## config.mk

```make
export PLATFORM = sky130hd
export DESIGN_NAME = vdu_bus_decode
export DESIGN_NICKNAME = d
export VERILOG_FILES = /design/src/verilog/vdu_pkg.sv /design/src/verilog/vdu_bus_decode.sv
export SDC_FILE = /design/constraint.sdc
export NUM_CORES = 1
export LEC_CHECK = 0
export ABC_AREA = 1
export BUFFER_PORTS_ARGS = -buffer_cell sky130_fd_sc_hd__buf_4
export CAP_MARGIN = 40
export CORE_MARGIN = 2
export CORE_UTILIZATION = 33
export DETAILED_ROUTE_END_ITERATION = 6
export HOLD_SLACK_MARGIN = 0.08
export PLACE_DENSITY_LB_ADDON = 0.12
export RECOVER_POWER = 25
export SYNTH_ARGS = -nofsm -noshare
export SYNTH_HDL_FRONTEND = slang
export SYNTH_SLANG_ARGS = --single-unit
```

## constraint.sdc

```tcl
create_clock -name clk -period 0.8 [get_ports clk]
set_input_delay 0.04 -clock clk [delete_from_list [all_inputs] [get_ports clk]]
set_output_delay 0.04 -clock clk [all_outputs]
set_load 0.02 [all_outputs]
```

## src/verilog/vdu_pkg.sv

```systemverilog
/*
 * vdu shared types: bus request/response, colour and video structs,
 * memory region select and default 640x480 raster values
 */
package vdu_pkg;

    localparam int CORD_W = 16;

    // default raster, 640x480 at 60 Hz
    localparam int DEF_H_ACTIVE = 640;
    localparam int DEF_H_FRONT  = 16;
    localparam int DEF_H_SYNC   = 96;
    localparam int DEF_H_BACK   = 48;
    localparam int DEF_V_ACTIVE = 480;
    localparam int DEF_V_FRONT  = 10;
    localparam int DEF_V_SYNC   = 2;
    localparam int DEF_V_BACK   = 33;

    // 128 KiB frame buffer as 32-bit words
    localparam int DEF_VRAM_WORDS = 32768;

    // addr[15] picks the palette, addr[14:0] is a vram word address
    typedef struct packed {
        logic        sel;
        logic        we;
        logic [3:0]  mask;
        logic [15:0] addr;
        logic [31:0] wdata;
    } bus_req_t;

    typedef struct packed {
        logic        ack;
        logic [31:0] rdata;
    } bus_rsp_t;

    // palette entry, red in the top nibble
    typedef struct packed {
        logic [3:0] r;
        logic [3:0] g;
        logic [3:0] b;
    } rgb_t;

    typedef struct packed {
        logic hsync;
        logic vsync;
        logic de;
        rgb_t rgb;
    } video_t;

    typedef enum logic {
        REGION_VRAM    = 1'b0,
        REGION_PALETTE = 1'b1
    } region_e;

endpackage

```

## src/verilog/vdu_bus_decode.sv

```systemverilog
/*
 * bus decoder: registers each request, selects vram or palette and
 * returns a single-cycle acknowledge with the addressed read data
 */
module vdu_bus_decode (
    input  logic               clk,
    input  logic               reset_i,
    input  vdu_pkg::bus_req_t  bus_req_i,
    output vdu_pkg::bus_req_t  req_o,
    output vdu_pkg::region_e   region_o,
    input  logic [31:0]        vram_rdata_i,
    input  vdu_pkg::rgb_t      pal_rdata_i,
    output vdu_pkg::bus_rsp_t  bus_rsp_o
);
    import vdu_pkg::*;

    bus_req_t req_q;
    region_e  region_q;

    // select and region
    always_ff @(posedge clk) begin
        if (reset_i) begin
            req_q.sel <= 1'b0;
            region_q  <= REGION_VRAM;
        end else begin
            req_q.sel <= bus_req_i.sel;
            if (bus_req_i.sel) begin
                region_q <= bus_req_i.addr[15] ? REGION_PALETTE : REGION_VRAM;
            end
        end
    end

    // request payload, only captured on a select
    always_ff @(posedge clk) begin
        if (bus_req_i.sel) begin
            req_q.we    <= bus_req_i.we;
            req_q.mask  <= bus_req_i.mask;
            req_q.addr  <= bus_req_i.addr;
            req_q.wdata <= bus_req_i.wdata;
        end
    end

    assign req_o    = req_q;
    assign region_o = region_q;

    // ack one cycle after select
    always_comb begin
        bus_rsp_o.ack = req_q.sel;
        if (region_q == REGION_PALETTE) begin
            bus_rsp_o.rdata = {20'h0, pal_rdata_i};
        end else begin
            bus_rsp_o.rdata = vram_rdata_i;
        end
    end

endmodule

```

==> run summary <==
status - finished, violations left
failing checks - setup timing
Largest stage delay, worst path - 0.48 ns
io pins - 188
pre-CTS setup slack - -0.1272 ns
critical path's slowest cell - dfxtp_4
Final Max Slew Viols - 0
Layout Utilization - 81.68%
reg-to-reg startpoint - region_o
Port Buffer Count - 187
most frequent cell after synthesis - edfxtp_1
syn avg cell area - 14.35 um2
Worst Setup EP - bus_rsp_o[4]
clock slew at reported path FFs - 0.10 ns
fmax - 805.3 MHz
M1 WL - 2.346 mm
final hold vios - 0
die area - 0.006956 mm2
Post-DP HPWL - 4.679 mm
Final Cycle Share - 155.2%
Synth Area in Adders - 0%
latest clock arrival within the worst-skew pair - 0.30 ns
top-area cell type share of the netlist area - 76.49%
placed inst area - 0.003866 mm2
slew at the pin with the worst max-slew slack - 0.4556 ns
CTS Buf Count - 5
Fillers - 312
row count - 28
PwrDens - 1511 mW/mm2
initial core utilization - 34.73%
layout net count - 496
synthesized area - 0.002081 mm2
Post-synth top cells - edfxtp_1 (53), inv_1 (35), nor2_1 (23)
Routed WL - 7.122 mm
multiplexer share of the synthesized area - 0%
Worst setup EP type - primary output
ys async rst share - 0%
max capacitance violation total - 0
worst setup slack after layout - -0.4417 ns
WS Path Type - register to primary output
Period minus WS final - 1.242 ns
Post-Synth XOR/XNOR Area - 0%
area grow syn2layout - 135.2%
Design Power - 7393 uW
worst reg2reg setup slack - -0.14 ns
largest delay contributor family on the critical path - flip-flops
grt ovf - 0
Leak - 0.002252 uW
Worst Path Required - 0.76 ns
Crit Reg-Reg Endpoint - region_o
Synth Area in Simple Gates - 6.675%
CP Cell Sequence - buf_12, nand2_2, o21ai_4, buf_6
worst setup path start - region_o
CP Buf/Inv Count - 2
vias in the first global route - 2144
design area - 0.004893 mm2
max layer used - met4
Core Region - 0.005991 mm2
largest area contributor in the netlist - edfxtp_1
syn_nets - 245
Post-synth EDFFs - 53
fraction of layout cells with a size suffix above 1 - 62.37%
yosys warns - 0
crit path launch type - register
initial antenna violation count - 0
CP max FO - 8
Sink Count - 55
total track usage - 20.39%
HP Class - primary input to register
cell depth of the worst flop-to-flop path - 3
peak supply drop - 1153 uV
count of cell types in the netlist - 12
sequential element share of the synthesized area - 78.41%
Mapped Cells - 145
setup violators final - 89
Area contributors post-synth - edfxtp_1 (76%), inv_1 (6.3%), o21ai_2 (4.2%), nor2_1 (4.1%), nand2_1 (2.5%)
Synth Area in Compound Gates - 4.690%
vias - 2007
first-pass iteration count of the detailed router - 4
Critical Path AT - 1.20 ns
unrepaired setup endpoints after global routing - true
Multi-input gate area - 534.3 um2
DRC Markers - 0
first-pass GRT wire length - 10.97 mm
GP Congestion - 0.7893
drt initial violations - 66
H-tree depth - 2
Max-slew headroom - 69.62%
met3 WL - 747 um
die width - 83.41 um
Synth Flop Type - edfxtp_1
ant diodes - 0
Root Driver - clkbuf_8
Vias/cell - 4.261
Final Skew - 0 ns
Die H - 83.41 um
Routed Antenna Nets - 0
Seq cells post-synth - 55
WP depth - 4
Max clock buf depth - 2
largest net degree at the start of global routing - 22
Wirelength per Cell - 15.12 um
routed wire length on met2 - 3.895 mm
CTS tree - done
FF/Latch Area - 0.001637 mm2
largest family of logic cells by synthesized area - buffers and inverters
routing by layer:
| layer | up-vias | track usage, % |
|---|---|---|
| met5 | - | 0 |
| li1 | 960 | - |
| met1 | 910 | 20.31 |
| met3 | 15 | 8.350 |
| met2 | 122 | 37.83 |
| met4 | 0 | 7.154 |
worst min path at each step:
stage                             start            end  slack (ns)  depth (start not counted)
after CTS                 bus_req_i[53]      req_o[45]        0.15                          2
after global routing      bus_req_i[53]      req_o[23]        0.24                          2
after global placement          reset_i  bus_rsp_o[32]        0.21                          2
final                     bus_req_i[53]      req_o[23]        0.23                          2
after floorplan                 reset_i  bus_rsp_o[32]        0.11                          1
after detailed placement        reset_i  bus_rsp_o[32]        0.22                          2
flip-flops by register name (all words and copies together) (netlist names):
name	count
bus_rsp_o	1
region_o	1
req_o	53
through the flow:
step | TNS (ns) | cells | hold slack (ns)
after floorplan | -2.359 | 145 | 0.1112
after detailed placement | -1.614 | 408 | 0.2177
after global placement | -1.416 | 408 | 0.2065
final | -18.45 | 471 | 0.2258
after CTS | -18.97 | 471 | 0.1519
after global routing | -21.84 | 471 | 0.2388
power by group:
| part | switching (uW) | internal, uW |
|---|---|---|
| registers | 122 | 3410 |
| logic | 1050 | 1330 |
| clock network | 875 | 602 |
| total | 2050 | 5340 |
logic make-up after synthesis:
logic type,after synthesis
buffers and inverters,41
AO/OA/AOI/OAI,12
flip-flops,55
AND/OR/NAND/NOR,37
layout by cell type, fill, tap and decap left out, types with 4 or more instances in the layout:
| cell type | n |
|---|---|
| nand2_4 | 7 |
| nor2_4 | 20 |
| buf_4 | 102 |
| buf_12 | 4 |
| edfxtp_1 | 53 |
| nand2_2 | 5 |
| clkbuf_8 | 5 |
| buf_6 | 84 |
| inv_1 | 35 |
| dlygate4sd3_1 | 54 |
| o21ai_4 | 10 |
layout make-up:
cell class | count | share of cell area [%]
multi-input combinational | 49 | 10.92
clock inverter | 2 | 0.2557
inverter | 35 | 2.685
tap | 75 | 1.918
clock buffer | 5 | 1.406
sequential | 55 | 33.44
timing repair buffer | 250 | 49.37
timing repair:
item,CTS,global route
gates cloned,2,0
resized for setup,95,11
endpoints found under the setup margin,89,89
hold buffers,54,0
setup buffers,0,0
hold endpoints to repair,55,0
Note: power is estimated with default switching activity, not from simulation.
