`src/verilog/vdu_pkg.sv`:
```
/*
 * vdu shared types: bus request/response, colour and video structs,
 * memory region select and default 640x480 raster values
 */
package vdu_pkg;

    localparam int CORD_W = 16;

    // default raster, 640x480 at 60 Hz
    localparam int DEF_H_ACTIVE = 640;
    localparam int DEF_H_FRONT  = 16;
    localparam int DEF_H_SYNC   = 96;
    localparam int DEF_H_BACK   = 48;
    localparam int DEF_V_ACTIVE = 480;
    localparam int DEF_V_FRONT  = 10;
    localparam int DEF_V_SYNC   = 2;
    localparam int DEF_V_BACK   = 33;

    // 128 KiB frame buffer as 32-bit words
    localparam int DEF_VRAM_WORDS = 32768;

    // addr[15] picks the palette, addr[14:0] is a vram word address
    typedef struct packed {
        logic        sel;
        logic        we;
        logic [3:0]  mask;
        logic [15:0] addr;
        logic [31:0] wdata;
    } bus_req_t;

    typedef struct packed {
        logic        ack;
        logic [31:0] rdata;
    } bus_rsp_t;

    // palette entry, red in the top nibble
    typedef struct packed {
        logic [3:0] r;
        logic [3:0] g;
        logic [3:0] b;
    } rgb_t;

    typedef struct packed {
        logic hsync;
        logic vsync;
        logic de;
        rgb_t rgb;
    } video_t;

    typedef enum logic {
        REGION_VRAM    = 1'b0,
        REGION_PALETTE = 1'b1
    } region_e;

endpackage

```
`src/verilog/vdu_pixel_fetch.sv`:
```
/*
 * pixel fetcher: walks vram one word per eight pixels and shifts out
 * one palette index per two pixels, each stored row shown twice
 */
module vdu_pixel_fetch #(
    parameter int H_ACTIVE = vdu_pkg::DEF_H_ACTIVE
) (
    input  logic                       clk,
    input  logic                       reset_i,
    input  logic [vdu_pkg::CORD_W-1:0] sx_i,
    input  logic [vdu_pkg::CORD_W-1:0] sy_i,
    input  logic                       hsync_i,
    input  logic                       vsync_i,
    input  logic                       de_i,
    input  logic                       frame_i,
    input  logic                       line_i,
    output logic [14:0]                scan_addr_o,
    input  logic [31:0]                scan_data_i,
    output logic [7:0]                 index_o,
    output logic                       hsync_o,
    output logic                       vsync_o,
    output logic                       de_o
);

    // words per stored row of H_ACTIVE/2 bytes
    localparam logic [14:0] ROW_WORDS = 15'(H_ACTIVE / 8);

    logic [14:0] line_base;
    logic [14:0] fetch_addr;
    logic [31:0] pix_word;

    // line base of the next row to preload
    always_ff @(posedge clk) begin
        if (reset_i) begin
            line_base <= '0;
        end else if (frame_i || !vsync_i) begin
            line_base <= '0;
        end else if (line_i && de_i && sy_i[0]) begin
            line_base <= line_base + ROW_WORDS;
        end
    end

    // fetch address runs ahead of the shifter by one word
    always_ff @(posedge clk) begin
        if (reset_i) begin
            fetch_addr <= '0;
        end else if (!de_i) begin
            fetch_addr <= line_base;
        end else if (sx_i[2:0] == 3'd0) begin
            fetch_addr <= fetch_addr + 1'b1;
        end
    end

    assign scan_addr_o = fetch_addr;

    // preload in blanking, then one byte per pixel pair
    always_ff @(posedge clk) begin
        if (!de_i) begin
            pix_word <= scan_data_i;
        end else if (sx_i[0]) begin
            if (sx_i[2:1] == 2'b11) begin
                pix_word <= scan_data_i;
            end else begin
                pix_word <= pix_word >> 8;
            end
        end
    end

    always_ff @(posedge clk) begin
        index_o <= pix_word[7:0];
    end

    // syncs and de follow the index
    always_ff @(posedge clk) begin
        if (reset_i) begin
            hsync_o <= 1'b1;
            vsync_o <= 1'b1;
            de_o    <= 1'b0;
        end else begin
            hsync_o <= hsync_i;
            vsync_o <= vsync_i;
            de_o    <= de_i;
        end
    end

endmodule

```
`config.mk`:
```
export PLATFORM = sky130hd
export DESIGN_NAME = vdu_pixel_fetch
export DESIGN_NICKNAME = d
export VERILOG_FILES = /design/src/verilog/vdu_pkg.sv /design/src/verilog/vdu_pixel_fetch.sv
export SDC_FILE = /design/constraint.sdc
export NUM_CORES = 1
export LEC_CHECK = 0
export BUFFER_PORTS_ARGS = -buffer_cell sky130_fd_sc_hd__buf_2
export CAP_MARGIN = 20
export CORE_UTILIZATION = 45
export DETAILED_ROUTE_END_ITERATION = 10
export PLACE_DENSITY = 0.69
export SLEW_MARGIN = 20
export SYNTH_ARGS = -nofsm -noshare
export SYNTH_HDL_FRONTEND = slang
export SYNTH_SLANG_ARGS = --single-unit
```
`constraint.sdc`:
```
create_clock -name clk -period 2.08 [get_ports clk]
set_input_delay 0.104 -clock clk [delete_from_list [all_inputs] [get_ports clk]]
set_output_delay 0.104 -clock clk [all_outputs]
set_load 0.005 [all_outputs]
```
==> results.tsv <==
stage	metric	value	unit
route	drtIter0Drc	131	
sta	hold_slack	0.0533	ns
sta	hold_viol	0	
synth	ys_ff_latch	69	
critical_path	worstSetupPathType	flop to flop	
route	drt-total-wl	5500	µm
pwr	p_leak	1.42	nW
clock_tree	tritoncts	yes	
critical_path	cp.arrival	2.09	ns
placement	gp_congestion	0.788	
sta	rsz0062_at_grt	false	
placement	place_inst	380	
floorplan	dieArea	0.00678	mm²
floorplan	coreArea	0.00606	mm²
clock_tree	clk_latency	0.33	ns
floorplan	io_pins	97	
placement	dp_hpwl	3840	µm
synth	netlist_top_cells_area	edfxtp_1 (33%), dfxtp_1 (25%), mux2_2 (9.7%)	
pwr	vdd_drop_max	0.458	mV
synth	synth_nets	315	
clock_tree	cts_buffer_depth	2	
critical_path	required	2.33	ns
global_routing	antenna_found_initial	0	
synth	avgSynthCellArea	12.1	µm²
finish	n_antenna_cell	0	
sta	setup_viol	0	
route	vias	2037	
placement	io_buffers	68	
critical_path	start_kind	flop	
synth	ys_seq_area_share	58.6	%
clock_tree	clock-root-buffer	clkbuf_8	
sta	setup_tns	0	ns
critical_path	critPathMaxFanout	9	
global_routing	grt_pass1_vias	1833	
run_status	outcome	completed	
job	max_cap_violations	0	
synth	netlist_area	0.00291	mm²
global_routing	grt_pass1_wl	8740	µm
global_routing	grt-ovfl-total	0	
finish	final_nets	392	
clock_tree	clkTransAtPathRegs	0.08	ns
floorplan	start_util	47.9	%
finish	area_growth	22.6	%
finish	layout-drive-gt1-share	39.0	%
global_routing	grtUsageTotal	18.1	%
synth	yosysUniqueCellTypes	36	
clock_tree	cts_resized	0	
floorplan	die_h	82.4	µm
finish	nFillCells	537	
route	drc_errors	0	
sta	finalMaxSlewViolations	0	
synth	syn_inst	241	
clock_tree	htree_levels	3	
route	dr.pass1.iters	4	
synth	synth_top_cell_by_area	edfxtp_1	
sta	fin_crit_sh	88.4	%
min_path	hp-class	input port to flop	
route	ant_nets	0	
finish	final_util	58.8	%
sta	worst_pin_slew	0.470	ns
sta	relSlewSlack	68.4	%
route	wire_per_inst	13.8	µm
clock_tree	cts_sinks	69	
route	viasPerCell	5.12	
sta	max_clock_freq	544	MHz
synth	ys_warn_count	0	
critical_path	endpoint_kind	flop	
floorplan	die-width	82.4	µm
floorplan	num_rows	28	
clock_tree	cts_made_buffers	9	
pwr	p_per_area	805	mW/mm²
sta	skew	0.00432	ns
sta	fin_crit	1.84	ns
synth	synth_top_area_share	33.1	%
finish	stdcell_count	398	
clock_tree	post_cts_buffers	0	
global_routing	grt_max_degree	33	
## area by class of cell
type                            count  area (µm²)  area share (%)
Multi-Input combinational cell    156        1140            32.0
Sequential cell                    69        1700            47.8
Clock inverter                      7        73.8            2.07
Clock buffer                        9         124            3.48
Inverter                            6        22.5           0.632
Timing Repair Buffer               76         405            11.4
Tap cell                           75        93.8            2.64
## synthesized netlist by cell type
cell and number:
a211oi_2 3, mux2i_1 1, dfxtp_1 37, clkbuf_1 8
nor4_4 2, o21ai_0 2, a211oi_1 4, nand2_1 10
xnor2_1 12, nor4_1 4, a31o_2 1, nor2b_1 8
a21o_1 1, buf_6 1, or3b_2 1, nor3_1 7
a21boi_1 1, ha_1 3, nor3_2 1, and3_1 4
or4b_1 1, buf_1 1, nor2_1 27, nand2b_1 6
a21oi_1 7, nand3_1 4, edfxtp_1 32, or3_1 1
and4_1 4, nand4_1 7, inv_1 6, or2_2 2
xor2_1 5, nor4_2 1, nor4b_1 1, mux2_2 25
## metal layers
metal	track usage, %	up-vias	part of all wire, %
met3	4.73	7	5.2
li1	-	1025	-
met1	25.2	950	47
met2	24.9	55	46
met5	0	-	0
met4	11.1	0	1.8
## critical path, stage by stage, from the launching register on
cell and delay, ns:
dfxtp_1 0.38, or4b_1 0.70, nor3_1 0.36, xnor2_1 0.11
a211oi_1 0.22
## final timing paths
kind                                      start             end  slack (ns)  cells after the start
worst max register to register   scan_addr_o[2]  scan_addr_o[5]        0.24                      4
worst min register to register      pix_word[2]      index_o[2]        0.34                      0
worst min-delay path            scan_data_i[27]    pix_word[27]        0.05                      2
worst max-delay path             scan_addr_o[2]  scan_addr_o[5]        0.24                      4
## timing repair
item | CTS | global route
hold buffers | 2 | 0
endpoints found under the hold margin | 2 | 0
setup endpoints to repair | 0 | 0
## power breakdown
group / switching, W / internal [W] / total (W)
clock network: 0.000520 / 0.000555 / 0.00108
logic: 0.000105 / 0.000125 / 0.000230
registers: 0.0000323 / 0.00153 / 0.00156
## logic make-up (layout without fill, tap and decap cells)
kind of cell	Yosys count	count (layout)	share of synthesized area [%]
flip-flops	69	69	58.6
AND/OR/NAND/NOR	91	91	18.0
buffers and inverters	16	98	2.33
AO/OA/AOI/OAI	19	19	4.69
XOR/XNOR	17	17	5.12
multiplexers	26	26	10.0
adder cells (fa/ha/maj)	3	3	1.29
## cell usage in the layout, fill, tap and decap left out, types with 3 or more instances in the layout
master,synthesis,final
inv_1,6,6
a211oi_2,3,3
clkinvlp_4,0,3
clkbuf_8,0,9
a21oi_1,7,7
buf_4,0,6
nand4_1,7,7
and3_1,4,4
and4_1,4,4
nand2b_1,6,6
ha_1,3,3
buf_2,0,68
nor2_1,27,27
edfxtp_1,32,32
dfxtp_1,37,37
mux2_2,25,25
a211oi_1,4,4
nand2_1,10,10
nor2b_1,8,8
xor2_1,5,5
nor4_1,4,4
nor3_1,7,7
xnor2_1,12,12
nand3_1,4,4
## through the flow
step	cell area [µm²]	total power, W	setup WS [ns]
after floorplan	2910	0.00171	0.353
after global placement	3340	0.00181	0.272
after detailed placement	3340	0.00182	0.268
after CTS	3560	0.00290	0.258
after global routing	3560	0.00300	0.108
final	3560	0.00287	0.241
## flip-flops by register name (all words and copies together), names as in the netlist
| name | flops |
|---|---|
| index_o | 8 |
| line_base | 11 |
| vsync_o | 1 |
| pix_word | 32 |
| de_o | 1 |
| hsync_o | 1 |
| scan_addr_o | 15 |
Power figures use the tool's default switching activity.
