--- src/verilog/vdu_pkg.sv ---
/*
 * vdu shared types: bus request/response, colour and video structs,
 * memory region select and default 640x480 raster values
 */
package vdu_pkg;

    localparam int CORD_W = 16;

    // default raster, 640x480 at 60 Hz
    localparam int DEF_H_ACTIVE = 640;
    localparam int DEF_H_FRONT  = 16;
    localparam int DEF_H_SYNC   = 96;
    localparam int DEF_H_BACK   = 48;
    localparam int DEF_V_ACTIVE = 480;
    localparam int DEF_V_FRONT  = 10;
    localparam int DEF_V_SYNC   = 2;
    localparam int DEF_V_BACK   = 33;

    // 128 KiB frame buffer as 32-bit words
    localparam int DEF_VRAM_WORDS = 32768;

    // addr[15] picks the palette, addr[14:0] is a vram word address
    typedef struct packed {
        logic        sel;
        logic        we;
        logic [3:0]  mask;
        logic [15:0] addr;
        logic [31:0] wdata;
    } bus_req_t;

    typedef struct packed {
        logic        ack;
        logic [31:0] rdata;
    } bus_rsp_t;

    // palette entry, red in the top nibble
    typedef struct packed {
        logic [3:0] r;
        logic [3:0] g;
        logic [3:0] b;
    } rgb_t;

    typedef struct packed {
        logic hsync;
        logic vsync;
        logic de;
        rgb_t rgb;
    } video_t;

    typedef enum logic {
        REGION_VRAM    = 1'b0,
        REGION_PALETTE = 1'b1
    } region_e;

endpackage

--- src/verilog/vdu_display_timings.sv ---
/*
 * raster timing: horizontal and vertical counters with active-low
 * syncs, data enable and frame/line strobes
 */
module vdu_display_timings #(
    parameter int H_ACTIVE = vdu_pkg::DEF_H_ACTIVE,
    parameter int H_FRONT  = vdu_pkg::DEF_H_FRONT,
    parameter int H_SYNC   = vdu_pkg::DEF_H_SYNC,
    parameter int H_BACK   = vdu_pkg::DEF_H_BACK,
    parameter int V_ACTIVE = vdu_pkg::DEF_V_ACTIVE,
    parameter int V_FRONT  = vdu_pkg::DEF_V_FRONT,
    parameter int V_SYNC   = vdu_pkg::DEF_V_SYNC,
    parameter int V_BACK   = vdu_pkg::DEF_V_BACK
) (
    input  logic                       clk,
    input  logic                       reset_i,
    output logic [vdu_pkg::CORD_W-1:0] sx_o,
    output logic [vdu_pkg::CORD_W-1:0] sy_o,
    output logic                       hsync_o,
    output logic                       vsync_o,
    output logic                       de_o,
    output logic                       frame_o,
    output logic                       line_o
);
    import vdu_pkg::*;

    typedef logic [CORD_W-1:0] cord_t;

    localparam cord_t H_LAST  = cord_t'(H_ACTIVE + H_FRONT + H_SYNC + H_BACK - 1);
    localparam cord_t V_LAST  = cord_t'(V_ACTIVE + V_FRONT + V_SYNC + V_BACK - 1);
    localparam cord_t H_ACT   = cord_t'(H_ACTIVE);
    localparam cord_t V_ACT   = cord_t'(V_ACTIVE);
    localparam cord_t HS_BEG  = cord_t'(H_ACTIVE + H_FRONT);
    localparam cord_t HS_END  = cord_t'(H_ACTIVE + H_FRONT + H_SYNC);
    localparam cord_t VS_BEG  = cord_t'(V_ACTIVE + V_FRONT);
    localparam cord_t VS_END  = cord_t'(V_ACTIVE + V_FRONT + V_SYNC);

    cord_t sx;
    cord_t sy;

    always_ff @(posedge clk) begin
        if (reset_i) begin
            sx <= '0;
            sy <= '0;
        end else if (sx == H_LAST) begin
            sx <= '0;
            if (sy == V_LAST) begin
                sy <= '0;
            end else begin
                sy <= sy + 1'b1;
            end
        end else begin
            sx <= sx + 1'b1;
        end
    end

    assign sx_o = sx;
    assign sy_o = sy;

    // coordinate 0 is the first active pixel, blanking follows
    assign de_o    = (sx < H_ACT) && (sy < V_ACT);
    assign hsync_o = !((sx >= HS_BEG) && (sx < HS_END));
    assign vsync_o = !((sy >= VS_BEG) && (sy < VS_END));
    assign frame_o = (sx == '0) && (sy == '0);
    assign line_o  = (sx == '0);

endmodule

--- config.mk ---
export PLATFORM = sky130hd
export DESIGN_NAME = vdu_display_timings
export DESIGN_NICKNAME = d
export VERILOG_FILES = /design/src/verilog/vdu_pkg.sv /design/src/verilog/vdu_display_timings.sv
export SDC_FILE = /design/constraint.sdc
export NUM_CORES = 1
export LEC_CHECK = 0
export BUFFER_PORTS_ARGS = -buffer_cell sky130_fd_sc_hd__buf_2
export CORE_AREA = 3 3 61 63
export DETAILED_ROUTE_END_ITERATION = 10
export DIE_AREA = 0 0 64 66
export GPL_TIMING_DRIVEN = 1
export PLACE_DENSITY = 0.78
export SLEW_MARGIN = 20
export SYNTH_ARGS = -nofsm -noshare
export SYNTH_HDL_FRONTEND = slang
export SYNTH_SLANG_ARGS = --single-unit
export TNS_END_PERCENT = 50
--- constraint.sdc ---
create_clock -name clk -period 4.3 [get_ports clk]
set_clock_uncertainty 0.1 [all_clocks]
set_input_delay 0.215 -clock clk [delete_from_list [all_inputs] [get_ports clk]]
set_output_delay 0.215 -clock clk [all_outputs]
set_load 0.01 [all_outputs]
==> run_results.csv <==
group,metric,value,unit
cts,cts_hold_buffers,0,
grt,overflow,0,
sta,setup_total_negative_slack,0,ns
critical_path,cp-end-kind,"output pin",
flow_run,max_cap_viol_count,0,
detailed_routing,finalWirelength,3958,µm
synth,xor_xnor_portion_of_the_synthesized_cell_area,0.1058,
power_and_ir_drop,worst_voltage_drop_across_the_vdd_grid,0.1202,mV
sta,grt_setup_unrepaired,"false",
synth,count_of_cell_types_in_the_netlist,44,
grt,grt_pass1_wl,6644,µm
die,die-height,66,µm
cts,cts-resized-gates,0,
die,io-pin-count,39,
critical_path,worst_r2r_startpoint,"sx_o[12]",
sta,final_critical_path_setup_slack,1.686,ns
cts,ctsHtreeMaxLevel,2,
cts,clkSinkCount,32,
synth,synth_simple_gate_area_frac,0.3777,
synth,post_synth_fa_ha_maj_area_fraction,0.02878,
layout,register_area,640.6,µm²
run_status,result_of_the_run,"finished clean",
layout,final_cell_area,1983,µm²
critical_path,cp-startpoint,"sx_o[12]",
die,floorplan.core_area,3284,µm²
cts,post-cts-setup-buffer-count,0,
cts,clk_latency,0.34,ns
sta,layout_worst_path_cycle_share,0.6078,
layout,insertedDiodeCount,0,
placement,place_congestion,0.8391,
cts,root_buffer,"sky130_fd_sc_hd__clkbuf_4",
cts,path_clk_slew,0.10,ns
die,placementRows,21,
sta,maxSlewViolCount,0,
min_path,hold_path.class,"in -> reg",
placement,number_of_buffers_inserted_by_port_buffering,38,
grt,pin_count_of_the_biggest_net_entering_global_routing,15,
layout,multi_input_comb_area,1006,µm²
synth,ys_seq_area_frac,0.3683,
cts,cts_tree,"done",
sta,fin_crit,2.614,ns
min_path,holdCritStartpoint,"reset_i",
synth,postSynthNetCount,211,
power_and_ir_drop,static-leakage-power,0.8286,nW
synth,synth_compound_area_frac,0.06619,
synth,syn_area,1739,µm²
detailed_routing,initialDrtViolationCount,137,
die,floorplan.die.width,64,µm
cts,ctsLongestPathBuffers,2,
critical_path,critical_path_class,"reg -> out",
die,initial_utilization,0.5295,
synth,yosysWarningCount,0,
synth,synth.mux.area_fraction,0,
grt,grt_pass1_vias,1442,
sta,tightest_slew,0.7666,ns
synth,combinational_family_with_the_most_area_after_synthesis,"simple AND/OR/NAND/NOR gates",
synth,syn_inst,205,
die,die-area,4224,µm²
grt,overall_routing_resource_usage,0.2039,
detailed_routing,via_per_inst,5.345,
placement,place_area,1924,µm²
critical_path,crit_arrival,2.30,ns
detailed_routing,detail-route-antenna-nets,0,
layout,layout.nets,249,
synth,ys_seq_elements,32,
sta,setup_viol,0,
sta,relSlewSlack,0.4842,
placement,post-place-ws,1.782,ns
power_and_ir_drop,power.density,264.7,nW/µm²
sta,hold_viol_final,0,
cts,cts_made_buffers,5,
detailed_routing,detailedRoute.firstPassIterationCount,4,
critical_path,critPathRequiredTime,3.98,ns
grt,initial_antenna_violation_count,0,
synth,synth.avg_cell_area,8.484,µm²
sta,fmaxAchievable,0.3826,GHz
layout,number_of_inserted_filler_cells_in_the_final_layout,296,
layout,drive_above_1_share,0.2500,
detailed_routing,drc,0,
detailed_routing,routed-via-count,1550,
detailed_routing,drt-wirelength-per-cell,13.65,µm
layout,areaGrowthSynthToFinish,14.03,%
critical_path,critical_path.max_fanout,6,
placement,detailed_place_hpwl,2851,µm
critical_path,start_kind,"flop",
-- cells in the mapped netlist, drive strengths merged --
cell           count  share of area
nand2b             2         0.0072
and4b              1         0.0058
inv                8          0.017
nor4b              1         0.0050
nor4bb             1         0.0058
nand3b             2         0.0086
xnor2              5          0.025
and2               1         0.0036
or4                2          0.011
xor2              16          0.081
o2bb2a             1         0.0058
nor4               5          0.035
nor3              12          0.035
a21oi              3         0.0086
or3                5          0.022
o31ai              4          0.026
nor2              32          0.071
ha                 4          0.029
and3               4          0.015
or2                2         0.0072
nor2b              1         0.0036
clkbuf             2          0.010
o21ai              7          0.020
nand2             20          0.045
and3b              1         0.0050
nand4              9          0.041
and4               2          0.012
buf                4          0.020
dfxtp             32           0.37
nand3             14          0.040
a311o              1         0.0058
clkdlybuf4s15      1         0.0058
-- logic make-up (layout without fill, tap and decap cells) --
kind of cell             count (synthesis)  after routing
buffers and inverters                   15             54
AO/OA/AOI/OAI                           16             16
flip-flops                              32             32
AND/OR/NAND/NOR                        117            117
adder cells (fa/ha/maj)                  4              4
XOR/XNOR                                21             21
-- worst paths after layout --
path	end	slack (ns)	cells after the start
max	frame_o	1.69	5
min	sx_o[6]	0.07	2
max reg2reg	sy_o[13]	1.76	5
min reg2reg	sx_o[0]	0.41	1
-- cell type report --
class | instances | area share
Clock buffer | 8 | 0.02965
Sequential cell | 32 | 0.3230
Tap cell | 46 | 0.02902
Multi-Input combinational cell | 158 | 0.5073
Timing Repair Buffer | 38 | 0.09590
Inverter | 8 | 0.01514
-- per-layer routing --
metal | routed length, µm | up-vias | GRT usage
met5 | 0 | - | 0
met4 | 99 | 0 | 0.1051
met3 | 177 | 10 | 0.05272
met2 | 1778 | 41 | 0.3006
met1 | 1902 | 705 | 0.2723
li1 | - | 794 | -
-- through the flow --
stage                 util  instances  hold WS (ns)   power, W
floorplan                -        205        0.3051  0.0003373
global placement    0.5859        282        0.3708  0.0003503
detailed placement  0.5859        282        0.3818  0.0003506
CTS                 0.6038        290       0.06308  0.0005301
global route        0.6038        290       0.07547  0.0005481
finish              0.6038        290       0.06866  0.0005250
-- placed cells by master, fill, tap and decap left out, drive strengths merged, types with 3 or more instances in the layout --
cell    count
xnor2       5
or3         5
clkbuf      8
and3        4
buf        38
nor4        5
nand3      14
nand2      20
o21ai       7
ha          4
nor3       12
xor2       16
a21oi       3
o31ai       4
nor2       32
nand4       9
dfxtp      32
inv         8
-- state kept, by name (all words and copies together), names as in the netlist --
register / flops
sy_o: 16
sx_o: 16
-- worst max-delay path: stages (launching register included) --
cell                      delay [ns]
sky130_fd_sc_hd__dfxtp_1        0.36
sky130_fd_sc_hd__or4_4          0.57
sky130_fd_sc_hd__or3_4          0.38
sky130_fd_sc_hd__nor3_1         0.30
sky130_fd_sc_hd__and3_1         0.22
sky130_fd_sc_hd__buf_2          0.13
-- report_power, final --
group          switching, W  total [W]  internal (W)
Sequential       0.00000849   0.000309      0.000300
Combinational     0.0000201  0.0000348     0.0000147
Clock              0.000101   0.000182     0.0000806
Total              0.000129   0.000525      0.000396
(Power assumes the default switching activity.)
